$ cat config.mk
export PLATFORM = sky130hd
export DESIGN_NAME = cu_pagerank_top
export DESIGN_NICKNAME = d
export VERILOG_FILES = /design/src/hw/cu_pkg.sv /design/src/hw/cu_pagerank_top.sv /design/src/hw/cu_vertex_pagerank.sv /design/src/hw/cu_edge_job_control.sv /design/src/hw/fifo.sv
export SDC_FILE = /design/constraint.sdc
export NUM_CORES = 2
export LEC_CHECK = 0
export BUFFER_PORTS_ARGS = -buffer_cell sky130_fd_sc_hd__buf_2
export CAP_MARGIN = 10
export CORE_ASPECT_RATIO = 1.75
export CORE_MARGIN = 8
export CORE_UTILIZATION = 30
export DETAILED_ROUTE_END_ITERATION = 8
export GPL_TIMING_DRIVEN = 0
export HOLD_SLACK_MARGIN = 0.15
export RECOVER_POWER = 25
export SLEW_MARGIN = 30
export SYNTH_ARGS = -nofsm -noshare
export SYNTH_HDL_FRONTEND = slang
export SYNTH_SLANG_ARGS = --single-unit
export TNS_END_PERCENT = 10
$ cat constraint.sdc
create_clock -name clock -period 17.18 [get_ports clock]
set_clock_uncertainty 0.15 [all_clocks]
set_input_delay 0.859 -clock clock [delete_from_list [all_inputs] [get_ports clock]]
set_output_delay 0.859 -clock clock [all_outputs]
set_load 0.03 [all_outputs]
$ cat src/hw/cu_pkg.sv
`default_nettype none

package cu_pkg;

	//////////////////////////////////////////////////
	// sizes
	//////////////////////////////////////////////////

	localparam int CACHELINE_WORDS  = 4;
	localparam int VERTEX_SIZE_BITS = 32;
	localparam int RANK_BITS        = 32;
	localparam int ADDRESS_BITS     = 32;
	localparam int CU_ID_BITS       = 3;
	localparam int LINE_IDX_BITS    = 14;
	localparam int WORD_COUNT_BITS  = 3;
	localparam int DEGREE_BITS      = 16;

	//////////////////////////////////////////////////
	// command tags
	//////////////////////////////////////////////////

	// which graph structure a read targets
	typedef enum logic [2:0] {
		EDGE_ARRAY_SRC,
		EDGE_ARRAY_DEST,
		EDGE_ARRAY_WEIGHT,
		INV_EDGE_ARRAY_SRC,
		INV_EDGE_ARRAY_DEST,
		INV_EDGE_ARRAY_WEIGHT,
		GRAPH_DATA,
		STRUCT_NONE
	} vertex_struct_t;

	typedef struct packed {
		logic [CU_ID_BITS-1:0]    cu_id;
		vertex_struct_t           vertex_struct;
		logic [LINE_IDX_BITS-1:0] line_idx;
	} cmd_tag_t;

	//////////////////////////////////////////////////
	// memory side lines
	//////////////////////////////////////////////////

	typedef struct packed {
		logic                       valid;
		logic [ADDRESS_BITS-1:0]    address;
		logic [WORD_COUNT_BITS-1:0] word_count;
		cmd_tag_t                   cmd;
	} command_line_t;

	typedef struct packed {
		logic     valid;
		cmd_tag_t cmd;
	} response_line_t;

	// edge arrays hold vertex ids, graph data holds fixed-point ranks
	typedef union packed {
		logic [CACHELINE_WORDS-1:0][VERTEX_SIZE_BITS-1:0] vertex_id;
		logic [CACHELINE_WORDS-1:0][RANK_BITS-1:0]        rank;
	} data_payload_u;

	typedef struct packed {
		logic          valid;
		cmd_tag_t      cmd;
		data_payload_u payload;
	} data_line_t;

	//////////////////////////////////////////////////
	// jobs and buffer flags
	//////////////////////////////////////////////////

	typedef struct packed {
		logic                        valid;
		logic [VERTEX_SIZE_BITS-1:0] id;
		logic [VERTEX_SIZE_BITS-1:0] edges_idx;
		logic [DEGREE_BITS-1:0]      out_degree;
	} vertex_job_t;

	typedef struct packed {
		logic                        valid;
		logic [VERTEX_SIZE_BITS-1:0] src;
		logic [VERTEX_SIZE_BITS-1:0] dest;
	} edge_job_t;

	typedef struct packed {
		logic valid;
		logic empty;
		logic full;
		logic alfull;
	} buffer_status_t;

	// every edge-array flavour goes to edge job control
	function automatic logic is_edge_array(input vertex_struct_t vertex_struct);
		case (vertex_struct)
			EDGE_ARRAY_SRC, EDGE_ARRAY_DEST, EDGE_ARRAY_WEIGHT,
			INV_EDGE_ARRAY_SRC, INV_EDGE_ARRAY_DEST, INV_EDGE_ARRAY_WEIGHT: return 1'b1;
			default: return 1'b0;
		endcase
	endfunction

endpackage

`default_nettype wire
$ cat src/hw/cu_pagerank_top.sv
`timescale 1ns/10ps
`default_nettype none

module cu_pagerank_top import cu_pkg::*; (
	input  logic                        clock,
	input  logic                        rstn,
	input  logic                        enabled,
	input  logic [ADDRESS_BITS-1:0]     edge_base,
	input  vertex_job_t                 vertex_job,
	input  buffer_status_t              vertex_buffer_status,
	input  response_line_t              read_response_in,
	input  data_line_t                  read_data_in,
	input  buffer_status_t              read_buffer_status,
	input  logic                        edge_ready,
	output command_line_t               read_command_out,
	output logic                        vertex_job_request,
	output edge_job_t                   edge_job_out,
	output data_line_t                  graph_data_out,
	output logic [VERTEX_SIZE_BITS-1:0] vertex_num_counter
);

	// single compute unit, id 1
	cu_vertex_pagerank #(
		.CU_ID     (1),
		.FIFO_DEPTH(16)
	) vertex_pagerank (
		.clock               (clock),
		.rstn                (rstn),
		.enabled             (enabled),
		.edge_base           (edge_base),
		.vertex_job          (vertex_job),
		.vertex_buffer_status(vertex_buffer_status),
		.read_response_in    (read_response_in),
		.read_data_in        (read_data_in),
		.read_buffer_status  (read_buffer_status),
		.edge_ready          (edge_ready),
		.read_command_out    (read_command_out),
		.vertex_job_request  (vertex_job_request),
		.edge_job_out        (edge_job_out),
		.graph_data_out      (graph_data_out),
		.vertex_num_counter  (vertex_num_counter)
	);

endmodule

`default_nettype wire

$ cat src/hw/cu_vertex_pagerank.sv
`timescale 1ns/10ps
`default_nettype none

module cu_vertex_pagerank import cu_pkg::*; #(
	parameter logic [CU_ID_BITS-1:0] CU_ID      = 1,
	parameter int                    FIFO_DEPTH = 16
) (
	input  logic                        clock,
	input  logic                        rstn,
	input  logic                        enabled,
	input  logic [ADDRESS_BITS-1:0]     edge_base,
	input  vertex_job_t                 vertex_job,
	input  buffer_status_t              vertex_buffer_status,
	input  response_line_t              read_response_in,
	input  data_line_t                  read_data_in,
	input  buffer_status_t              read_buffer_status,
	input  logic                        edge_ready,
	output command_line_t               read_command_out,
	output logic                        vertex_job_request,
	output edge_job_t                   edge_job_out,
	output data_line_t                  graph_data_out,
	output logic [VERTEX_SIZE_BITS-1:0] vertex_num_counter
);

	// vertex intake
	vertex_job_t    vertex_job_latched;
	logic           job_accept;
	logic           processing_vertex;
	logic           request_pending;
	logic           request_send;
	logic           edge_request;

	// registered inputs and edge control side
	response_line_t read_response_in_latched;
	data_line_t     read_data_in_latched;
	command_line_t  read_command_latched;
	response_line_t response_in_edge_job;
	data_line_t     data_in_edge_job;
	logic           edge_data_ready;

	// buffers
	buffer_status_t response_buffer_status;
	buffer_status_t data_buffer_status;
	response_line_t response_head;
	data_line_t     data_head;
	logic           response_pop;
	logic           data_pop;
	logic           data_head_is_edge;
	logic           data_head_is_graph;

	//////////////////////////////////////////////////
	// input and output registers
	//////////////////////////////////////////////////

	always_ff @(posedge clock or negedge rstn) begin
		if (~rstn) begin
			read_response_in_latched <= '0;
			read_data_in_latched     <= '0;
		end else if (enabled) begin
			read_response_in_latched <= read_response_in;
			read_data_in_latched     <= read_data_in;
		end else begin
			read_response_in_latched <= '0;
			read_data_in_latched     <= '0;
		end
	end

	always_ff @(posedge clock or negedge rstn) begin
		if (~rstn) begin
			read_command_out   <= '0;
			vertex_job_request <= 1'b0;
		end else begin
			read_command_out   <= read_command_latched;
			vertex_job_request <= request_send;
		end
	end

	//////////////////////////////////////////////////
	// vertex job intake
	//////////////////////////////////////////////////

	// jobs arriving mid-vertex are ignored
	assign job_accept = enabled & vertex_job.valid & ~processing_vertex;

	// one request per completed vertex, held until the buffer has work
	assign request_send = enabled & request_pending & ~processing_vertex
		& ~vertex_buffer_status.empty;

	always_ff @(posedge clock or negedge rstn) begin
		if (~rstn) begin
			vertex_job_latched <= '0;
		end else begin
			vertex_job_latched.valid <= 1'b0;
			if (job_accept) begin
				vertex_job_latched <= vertex_job;
			end
		end
	end

	always_ff @(posedge clock or negedge rstn) begin
		if (~rstn) begin
			vertex_num_counter <= '0;
			processing_vertex  <= 1'b0;
			request_pending    <= 1'b0;
		end else if (enabled) begin
			if (job_accept) begin
				vertex_num_counter <= vertex_num_counter + 1'b1;
				processing_vertex  <= 1'b1;
			end else if (edge_request) begin
				processing_vertex <= 1'b0;
			end
			if (edge_request) begin
				request_pending <= 1'b1;
			end else if (request_send) begin
				request_pending <= 1'b0;
			end
		end
	end

	//////////////////////////////////////////////////
	// edge job control
	//////////////////////////////////////////////////

	cu_edge_job_control #(
		.CU_ID(CU_ID)
	) edge_job_control (
		.clock             (clock),
		.rstn              (rstn),
		.enabled           (enabled),
		.edge_base         (edge_base),
		.vertex_job        (vertex_job_latched),
		.read_response_in  (response_in_edge_job),
		.read_data_in      (data_in_edge_job),
		.read_buffer_status(read_buffer_status),
		.edge_ready        (edge_ready),
		.read_command_out  (read_command_latched),
		.data_ready        (edge_data_ready),
		.edge_job          (edge_job_out),
		.vertex_job_request(edge_request)
	);

	//////////////////////////////////////////////////
	// routing by structure tag
	//////////////////////////////////////////////////

	assign data_head_is_edge  = is_edge_array(data_head.cmd.vertex_struct);
	assign data_head_is_graph = (data_head.cmd.vertex_struct == GRAPH_DATA);

	// strictly in order, so a stalled edge line blocks graph data behind it
	assign response_pop = enabled & response_buffer_status.valid;
	assign data_pop     = enabled & ~data_buffer_status.empty
		& (~data_head_is_edge | edge_data_ready);

	always_ff @(posedge clock or negedge rstn) begin
		if (~rstn) begin
			response_in_edge_job <= '0;
			data_in_edge_job     <= '0;
			graph_data_out       <= '0;
		end else begin
			response_in_edge_job <= '0;
			data_in_edge_job     <= '0;
			graph_data_out       <= '0;
			if (response_pop && is_edge_array(response_head.cmd.vertex_struct)) begin
				response_in_edge_job <= response_head;
			end
			// STRUCT_NONE and unused tags fall through and are dropped
			if (data_pop && data_head_is_edge) begin
				data_in_edge_job <= data_head;
			end else if (data_pop && data_head_is_graph) begin
				graph_data_out <= data_head;
			end
		end
	end

	//////////////////////////////////////////////////
	// response and data buffers
	//////////////////////////////////////////////////

	fifo #(
		.WIDTH($bits(response_line_t)),
		.DEPTH(FIFO_DEPTH)
	) response_buffer (
		.clock   (clock),
		.rstn    (rstn),
		.push    (read_response_in_latched.valid),
		.data_in (read_response_in_latched),
		.pop     (response_pop),
		.data_out(response_head),
		.full    (response_buffer_status.full),
		.alfull  (response_buffer_status.alfull),
		.empty   (response_buffer_status.empty),
		.valid   (response_buffer_status.valid)
	);

	fifo #(
		.WIDTH($bits(data_line_t)),
		.DEPTH(FIFO_DEPTH)
	) data_buffer (
		.clock   (clock),
		.rstn    (rstn),
		.push    (read_data_in_latched.valid),
		.data_in (read_data_in_latched),
		.pop     (data_pop),
		.data_out(data_head),
		.full    (data_buffer_status.full),
		.alfull  (data_buffer_status.alfull),
		.empty   (data_buffer_status.empty),
		.valid   (data_buffer_status.valid)
	);

endmodule

`default_nettype wire

$ cat src/hw/cu_edge_job_control.sv
`timescale 1ns/10ps
`default_nettype none

module cu_edge_job_control import cu_pkg::*; #(
	parameter logic [CU_ID_BITS-1:0] CU_ID = 1
) (
	input  logic                    clock,
	input  logic                    rstn,
	input  logic                    enabled,
	input  logic [ADDRESS_BITS-1:0] edge_base,
	input  vertex_job_t             vertex_job,
	input  response_line_t          read_response_in,
	input  data_line_t              read_data_in,
	input  buffer_status_t          read_buffer_status,
	input  logic                    edge_ready,
	output command_line_t           read_command_out,
	output logic                    data_ready,
	output edge_job_t               edge_job,
	output logic                    vertex_job_request
);

	localparam int WORD_IDX_BITS = $clog2(CACHELINE_WORDS);

	// current vertex
	vertex_job_t              job;
	logic                     active;
	logic                     boot;
	logic [DEGREE_BITS:0]     degree_round;
	logic [LINE_IDX_BITS:0]   num_lines;
	logic [LINE_IDX_BITS:0]   cmd_count;
	logic [LINE_IDX_BITS:0]   resp_count;
	logic [DEGREE_BITS-1:0]   edge_count;
	logic [DEGREE_BITS:0]     words_left;
	logic                     issue;
	logic                     complete;

	// line holder
	logic                     hold_valid;
	data_payload_u            hold_line;
	logic [LINE_IDX_BITS-1:0] hold_line_idx;
	logic [WORD_IDX_BITS-1:0] word_idx;
	logic                     word_used;
	logic                     edge_fire;

	//////////////////////////////////////////////////
	// read commands
	//////////////////////////////////////////////////

	// one line per CACHELINE_WORDS edges, rounded up
	assign degree_round = {1'b0, job.out_degree} + (DEGREE_BITS + 1)'(CACHELINE_WORDS - 1);
	assign num_lines    = degree_round[DEGREE_BITS:WORD_IDX_BITS];
	assign words_left   = {1'b0, job.out_degree} - {cmd_count, {WORD_IDX_BITS{1'b0}}};

	assign issue = enabled & active & (cmd_count < num_lines) & ~read_buffer_status.alfull;

	always_comb begin
		read_command_out         = '0;
		read_command_out.valid   = issue;
		read_command_out.address = edge_base + job.edges_idx
			+ ADDRESS_BITS'({cmd_count, {WORD_IDX_BITS{1'b0}}});
		// last line may be short
		if (words_left >= (DEGREE_BITS + 1)'(CACHELINE_WORDS)) begin
			read_command_out.word_count = WORD_COUNT_BITS'(CACHELINE_WORDS);
		end else begin
			read_command_out.word_count = words_left[WORD_COUNT_BITS-1:0];
		end
		read_command_out.cmd.cu_id         = CU_ID;
		read_command_out.cmd.vertex_struct = EDGE_ARRAY_DEST;
		read_command_out.cmd.line_idx      = cmd_count[LINE_IDX_BITS-1:0];
	end

	//////////////////////////////////////////////////
	// vertex bookkeeping
	//////////////////////////////////////////////////

	// done once every response is back and every edge has left
	assign complete = enabled & active & ~hold_valid
		& (cmd_count == num_lines) & (resp_count == num_lines)
		& (edge_count == job.out_degree);

	assign vertex_job_request = enabled & (boot | complete);

	always_ff @(posedge clock or negedge rstn) begin
		if (~rstn) begin
			job        <= '0;
			active     <= 1'b0;
			boot       <= 1'b1;
			cmd_count  <= '0;
			resp_count <= '0;
			edge_count <= '0;
		end else if (enabled) begin
			boot <= 1'b0;
			if (vertex_job.valid) begin
				job        <= vertex_job;
				active     <= 1'b1;
				cmd_count  <= '0;
				resp_count <= '0;
				edge_count <= '0;
			end else begin
				if (complete) begin
					active <= 1'b0;
				end
				if (issue) begin
					cmd_count <= cmd_count + 1'b1;
				end
				if (read_response_in.valid) begin
					resp_count <= resp_count + 1'b1;
				end
				if (edge_fire) begin
					edge_count <= edge_count + 1'b1;
				end
			end
		end
	end

	//////////////////////////////////////////////////
	// line holder and edge unpacking
	//////////////////////////////////////////////////

	// a line already on its way counts as occupying the holder
	assign data_ready = ~hold_valid & ~read_data_in.valid;

	assign word_used = ({hold_line_idx, word_idx} < job.out_degree);

	assign edge_job.valid = enabled & hold_valid & word_used;
	assign edge_job.src   = job.id;
	assign edge_job.dest  = hold_line.vertex_id[word_idx];

	assign edge_fire = edge_job.valid & edge_ready;

	always_ff @(posedge clock or negedge rstn) begin
		if (~rstn) begin
			hold_valid    <= 1'b0;
			hold_line_idx <= '0;
			word_idx      <= '0;
		end else if (enabled) begin
			if (hold_valid) begin
				// words past out_degree end the line early
				if (!word_used) begin
					hold_valid <= 1'b0;
				end else if (edge_fire) begin
					word_idx <= word_idx + 1'b1;
					if (word_idx == WORD_IDX_BITS'(CACHELINE_WORDS - 1)) begin
						hold_valid <= 1'b0;
					end
				end
			end else if (read_data_in.valid) begin
				hold_valid    <= 1'b1;
				hold_line_idx <= read_data_in.cmd.line_idx;
				word_idx      <= '0;
			end
		end
	end

	always_ff @(posedge clock) begin
		if (enabled && !hold_valid && read_data_in.valid) begin
			hold_line <= read_data_in.payload;
		end
	end

endmodule

`default_nettype wire

$ cat src/hw/fifo.sv
`timescale 1ns/10ps
`default_nettype none

module fifo #(
	parameter int WIDTH = 32,
	parameter int DEPTH = 16
) (
	input  logic             clock,
	input  logic             rstn,
	input  logic             push,
	input  logic [WIDTH-1:0] data_in,
	input  logic             pop,
	output logic [WIDTH-1:0] data_out,
	output logic             full,
	output logic             alfull,
	output logic             empty,
	output logic             valid
);

	localparam int PTR_BITS   = (DEPTH > 1) ? $clog2(DEPTH) : 1;
	localparam int COUNT_BITS = $clog2(DEPTH + 1);

	logic [WIDTH-1:0]      mem [DEPTH];
	logic [PTR_BITS-1:0]   wr_ptr;
	logic [PTR_BITS-1:0]   rd_ptr;
	logic [COUNT_BITS-1:0] count;
	logic                  do_push;
	logic                  do_pop;

	function automatic logic [PTR_BITS-1:0] next_ptr(input logic [PTR_BITS-1:0] ptr);
		return (ptr == PTR_BITS'(DEPTH - 1)) ? '0 : ptr + 1'b1;
	endfunction

	// push on full and pop on empty are dropped
	assign do_push = push & ~full;
	assign do_pop  = pop & ~empty;

	assign empty  = (count == '0);
	assign full   = (count == COUNT_BITS'(DEPTH));
	assign alfull = (count >= COUNT_BITS'(DEPTH - 2));
	assign valid  = ~empty;

	// head is visible without a pop
	assign data_out = mem[rd_ptr];

	always_ff @(posedge clock or negedge rstn) begin
		if (~rstn) begin
			wr_ptr <= '0;
			rd_ptr <= '0;
			count  <= '0;
		end else begin
			if (do_push) begin
				wr_ptr <= next_ptr(wr_ptr);
			end
			if (do_pop) begin
				rd_ptr <= next_ptr(rd_ptr);
			end
			if (do_push && !do_pop) begin
				count <= count + 1'b1;
			end else if (!do_push && do_pop) begin
				count <= count - 1'b1;
			end
		end
	end

	always_ff @(posedge clock) begin
		if (do_push) begin
			mem[wr_ptr] <= data_in;
		end
	end

endmodule

`default_nettype wire

==> summary.md <==
| Metric | Value |
|---|---|
| First-pass GRT wire length | `544,000 um` |
| Clock slew at reported path FFs | `0.06 ns` |
| Max Root-Sink Buffers | `4` |
| Fmax | `209 MHz` |
| Vias in the first global route | `71,400` |
| Core area | `between 400,000 and 500,000 um2` |
| Power per Cell Area | `between 150 and 200 nW/um2` |
| Slew Limit Headroom | `-79.9%` |
| Fill count | `a little under 40,000` |
| Via/cell ratio | `about 5.0` |
| Sequential Area | `96,500 um2` |
| Share of layout cells above drive strength 1 | `28.7%` |
| Post-DP HPWL | `283,000 um` |
| Failing checks | `max-capacitance violations, max-slew violations` |
| Asr flop ratio synth | `23.4%` |
| Starting Density | `30.1%` |
| TritonRoute pass-1 iters | `6` |
| Final Max Tran Viols | `24` |
| Layout area overhead | `22.2%` |
| Synth top area share | `between 60% and 70%` |
| Post-CTS Repair Setup Buffers | `0` |
| Initial DRC Count | `7,850` |
| Arrival @ worst endpoint | `about 5.2 ns` |
| Pin count of the biggest net entering global routing | `119` |
| Hold buffer count at CTS | `202` |
| Max Cap Viol | `1` |
| Hold-critical path depth | `2` |
| Post-CTS resize count | `0` |
| Synth warnings | `0` |
| NumNets Final | `8,293` |
| Most common cell in the netlist | `edfxtp_1` |
| P_leak | `0.0570 uW` |
| Final hold violation count | `0` |
| RD Place Congestion | `0.884` |
| Max Fanout on Critical Path | `17` |
| Fin crit period | `between 4 and 5 ns` |
| Syn avg cell area | `19.7 um2` |
| Max IR drop VDD | `0.0986 mV` |
| TritonCTS buffer count | `317` |
| Min-delay src | `read_data_in[45]` |
| RSZ-0062 raised after global routing | `false` |
| Cells on worst reg2reg path | `13` |
| Req. time, crit path | `17.60 ns` |
| Least-Margin Pin Slew | `about 2.7 ns` |
| Final WL | `389,000 um` |
| Startpoint types | `register` |
| Die W | `509 um` |
| Cells after DPL | `12,900` |
| # DRC | `0` |
| Die ar. | `447,000 um2` |
| Initial antenna violation count | `77` |
| Hold WC Path Type | `in2reg` |
| Post-Syn Area | `127,000 um2` |
| CTS sink count | `approximately 3,300` |
| GRT overflow | `0` |
| Fin cells | `13,700` |
| Worst R2R Setup Slack | `roughly 12 ns` |
| EDFF count, synth | `2,560` |
| Root Driver | `clkbuf_16` |
| Register bit total from synthesis | `approximately 3,300` |
| DRT antenna net count | `0` |
| Final setup viols | `0` |
| FP Rows | `316` |
| H-tree depth | `5` |
| Sequential area share after synthesis | `75.7%` |
| Post-route setup TNS | `0 ns` |
| Die Y | `878 um` |
| Mapped Cells | `6,481` |
| Synth top cells by count | `edfxtp_1, dfrtp_1, mux4_2, nand2_1, and2_1` |
| Netlist cell types | `79` |
| Worst skew pair latency | `0.91 ns` |
| Area of the multi-input gates | `29,200 um2` |
| PortBufs | `between 500 and 600` |
| Final period util | `27.8%` |
| Crit path capture type | `register` |
| Total GRT Usage | `16.9%` |
| Io pins | `598` |
| Reg2reg end | `vertex_pagerank.data_buffer.mem[2][48]` |
| DR WL/cell | `28.3 um` |
| Hold-critical path endpoint | `vertex_pagerank.read_data_in_latched[45]` |
| Status | `complete, but fails checks` |
| Total number of vias | `~70,000` |
| Ys flop type | `edfxtp_1` |
| Area contributors post-synth | `edfxtp_1, dfrtp_1, mux4_2` |
| TritonCTS clock tree | `done` |
| Worst r2r src | `vertex_pagerank.read_data_in_latched[148]` |
| Dominant cell type by area after synthesis | `edfxtp_1` |
| Crit Path Class | `reg2reg` |
sequential cells by signal (all words and copies together) (netlist names), 5 cells and up:
| signal | flops |
|---|---|
| vertex_pagerank.edge_job_control.hold_line | 128 |
| vertex_pagerank.edge_job_control.edge_job | 32 |
| vertex_pagerank.response_buffer.mem | 48 |
| vertex_pagerank.edge_job_control.hold_line_idx | 14 |
| vertex_pagerank.read_command_out | 51 |
| vertex_pagerank.vertex_job_latched | 81 |
| vertex_pagerank.data_in_edge_job | 143 |
| vertex_pagerank.vertex_num_counter | 32 |
| vertex_pagerank.edge_job_control.cmd_count | 15 |
| vertex_pagerank.read_data_in_latched | 149 |
| vertex_pagerank.edge_job_control.edge_count | 16 |
| vertex_pagerank.data_buffer.count | 5 |
| vertex_pagerank.response_buffer.count | 5 |
| vertex_pagerank.edge_job_control.job | 48 |
| vertex_pagerank.edge_job_control.resp_count | 15 |
| vertex_pagerank.graph_data_out | 149 |
| vertex_pagerank.data_buffer.mem | 2384 |
area by class of cell:
type / count / share of cell area, %
flip-flops and latches: 3343 / 62.0
multi-input cells: 2723 / 18.8
repair buffers: 1062 / 6.63
clock buffers: 420 / 5.71
well taps: 5565 / 4.47
clock inverters: 162 / 1.18
plain buffers: 346 / 1.04
inverters: 73 / 0.176
diodes: 33 / 0.0530
through the flow:
| step | instance area (um2) | worst slack [ns] | utilization [%] | total power (uW) | hold slack [ns] |
|---|---|---|---|---|---|
| floorplan | 127000 | 4.96 | - | 14900 | 0.251 |
| global placement | 137000 | -10.45 | 32.4 | 18300 | 0.255 |
| detailed placement | 143000 | 12.50 | 33.8 | 18400 | 0.254 |
| CTS | 156000 | 12.30 | 36.8 | 25700 | 0.153 |
| global route | 156000 | 12.06 | 36.8 | 26400 | 0.155 |
| finish | 156000 | 12.40 | 36.8 | 25500 | 0.174 |
layout by cell type, fill, tap and decap left out, drive strengths merged, types with 65 or more instances in the layout:
master,netlist,routed
a21oi,75,75
and2,302,302
and3,156,156
buf,161,1018
clkbuf,185,608
clkinv,1,103
dfrtp,782,782
dlygate4sd3,0,202
edfxtp,2560,2560
ha,113,113
inv,72,94
mux4,768,768
nand2,614,614
nand3,65,65
nor2,105,105
o21ai,75,75
xnor2,93,93
cells by family (layout without fill, tap and decap cells):
kind of cell / Yosys count / after routing / share of synthesized area [%]
flip-flops: 3343 / 3343 / 75.7
AND/OR/NAND/NOR: 1381 / 1381 / 5.32
multiplexers: 777 / 777 / 13.7
buffers and inverters: 419 / 2063 / 1.43
AO/OA/AOI/OAI: 289 / 289 / 1.52
XOR/XNOR: 138 / 138 / 0.949
adder cells (fa/ha/maj): 132 / 132 / 1.41
other: 2 / 39 / 0.00589
routing by layer:
metal / global-route usage (%) / vias up / part of all wire (%) / wire [um]
met5: 0 / - / 0.029 / 113
met4: 6.12 / 18 / 3.9 / 15200
met3: 3.74 / 597 / 8.2 / 31900
met2: 29.3 / 3246 / 50 / 196000
met1: 20.7 / 36500 / 38 / 146000
li1: - / 28100 / - / -
how the worst max path moves through the flow:
stage	slack, ns	cells after the start	endpoint	from
2_1_floorplan	4.96	4	vertex_pagerank.data_buffer.mem[0][0]	vertex_pagerank.read_data_in_latched[148]
3_3_place_gp	-10.45	4	vertex_pagerank.data_buffer.mem[0][56]	vertex_pagerank.read_data_in_latched[148]
3_5_place_dp	12.50	12	vertex_pagerank.read_command_out[51]	edge_base[2]
4_1_cts	12.30	10	edge_job_out[64]	vertex_pagerank.edge_job_control.job[10]
5_1_grt	12.06	6	vertex_pagerank.edge_job_control.edge_job[42]	rstn
6_report	12.40	13	vertex_pagerank.data_buffer.mem[2][48]	vertex_pagerank.read_data_in_latched[148]
critical path: stages, from the launching register on:
cell and delay, ns:
dfrtp_1 0.67, a21boi_0 0.39, clkbuf_1 0.42, nand2_1 0.34
nor3_2 0.59, buf_4 0.30, buf_4 0.21, buf_4 0.22
buf_6 0.17, buf_4 0.17, buf_4 0.19, buf_4 0.21
buf_4 0.21, buf_4 0.20
power breakdown:
group / leakage (uW) / internal (uW) / switching [uW]
logic: 0.0180 / 3080 / 5020
registers: 0.0337 / 9590 / 528
clock network: 0.00529 / 4170 / 3110
total: 0.0570 / 16800 / 8650
Note: power is estimated with default switching activity, not from simulation.
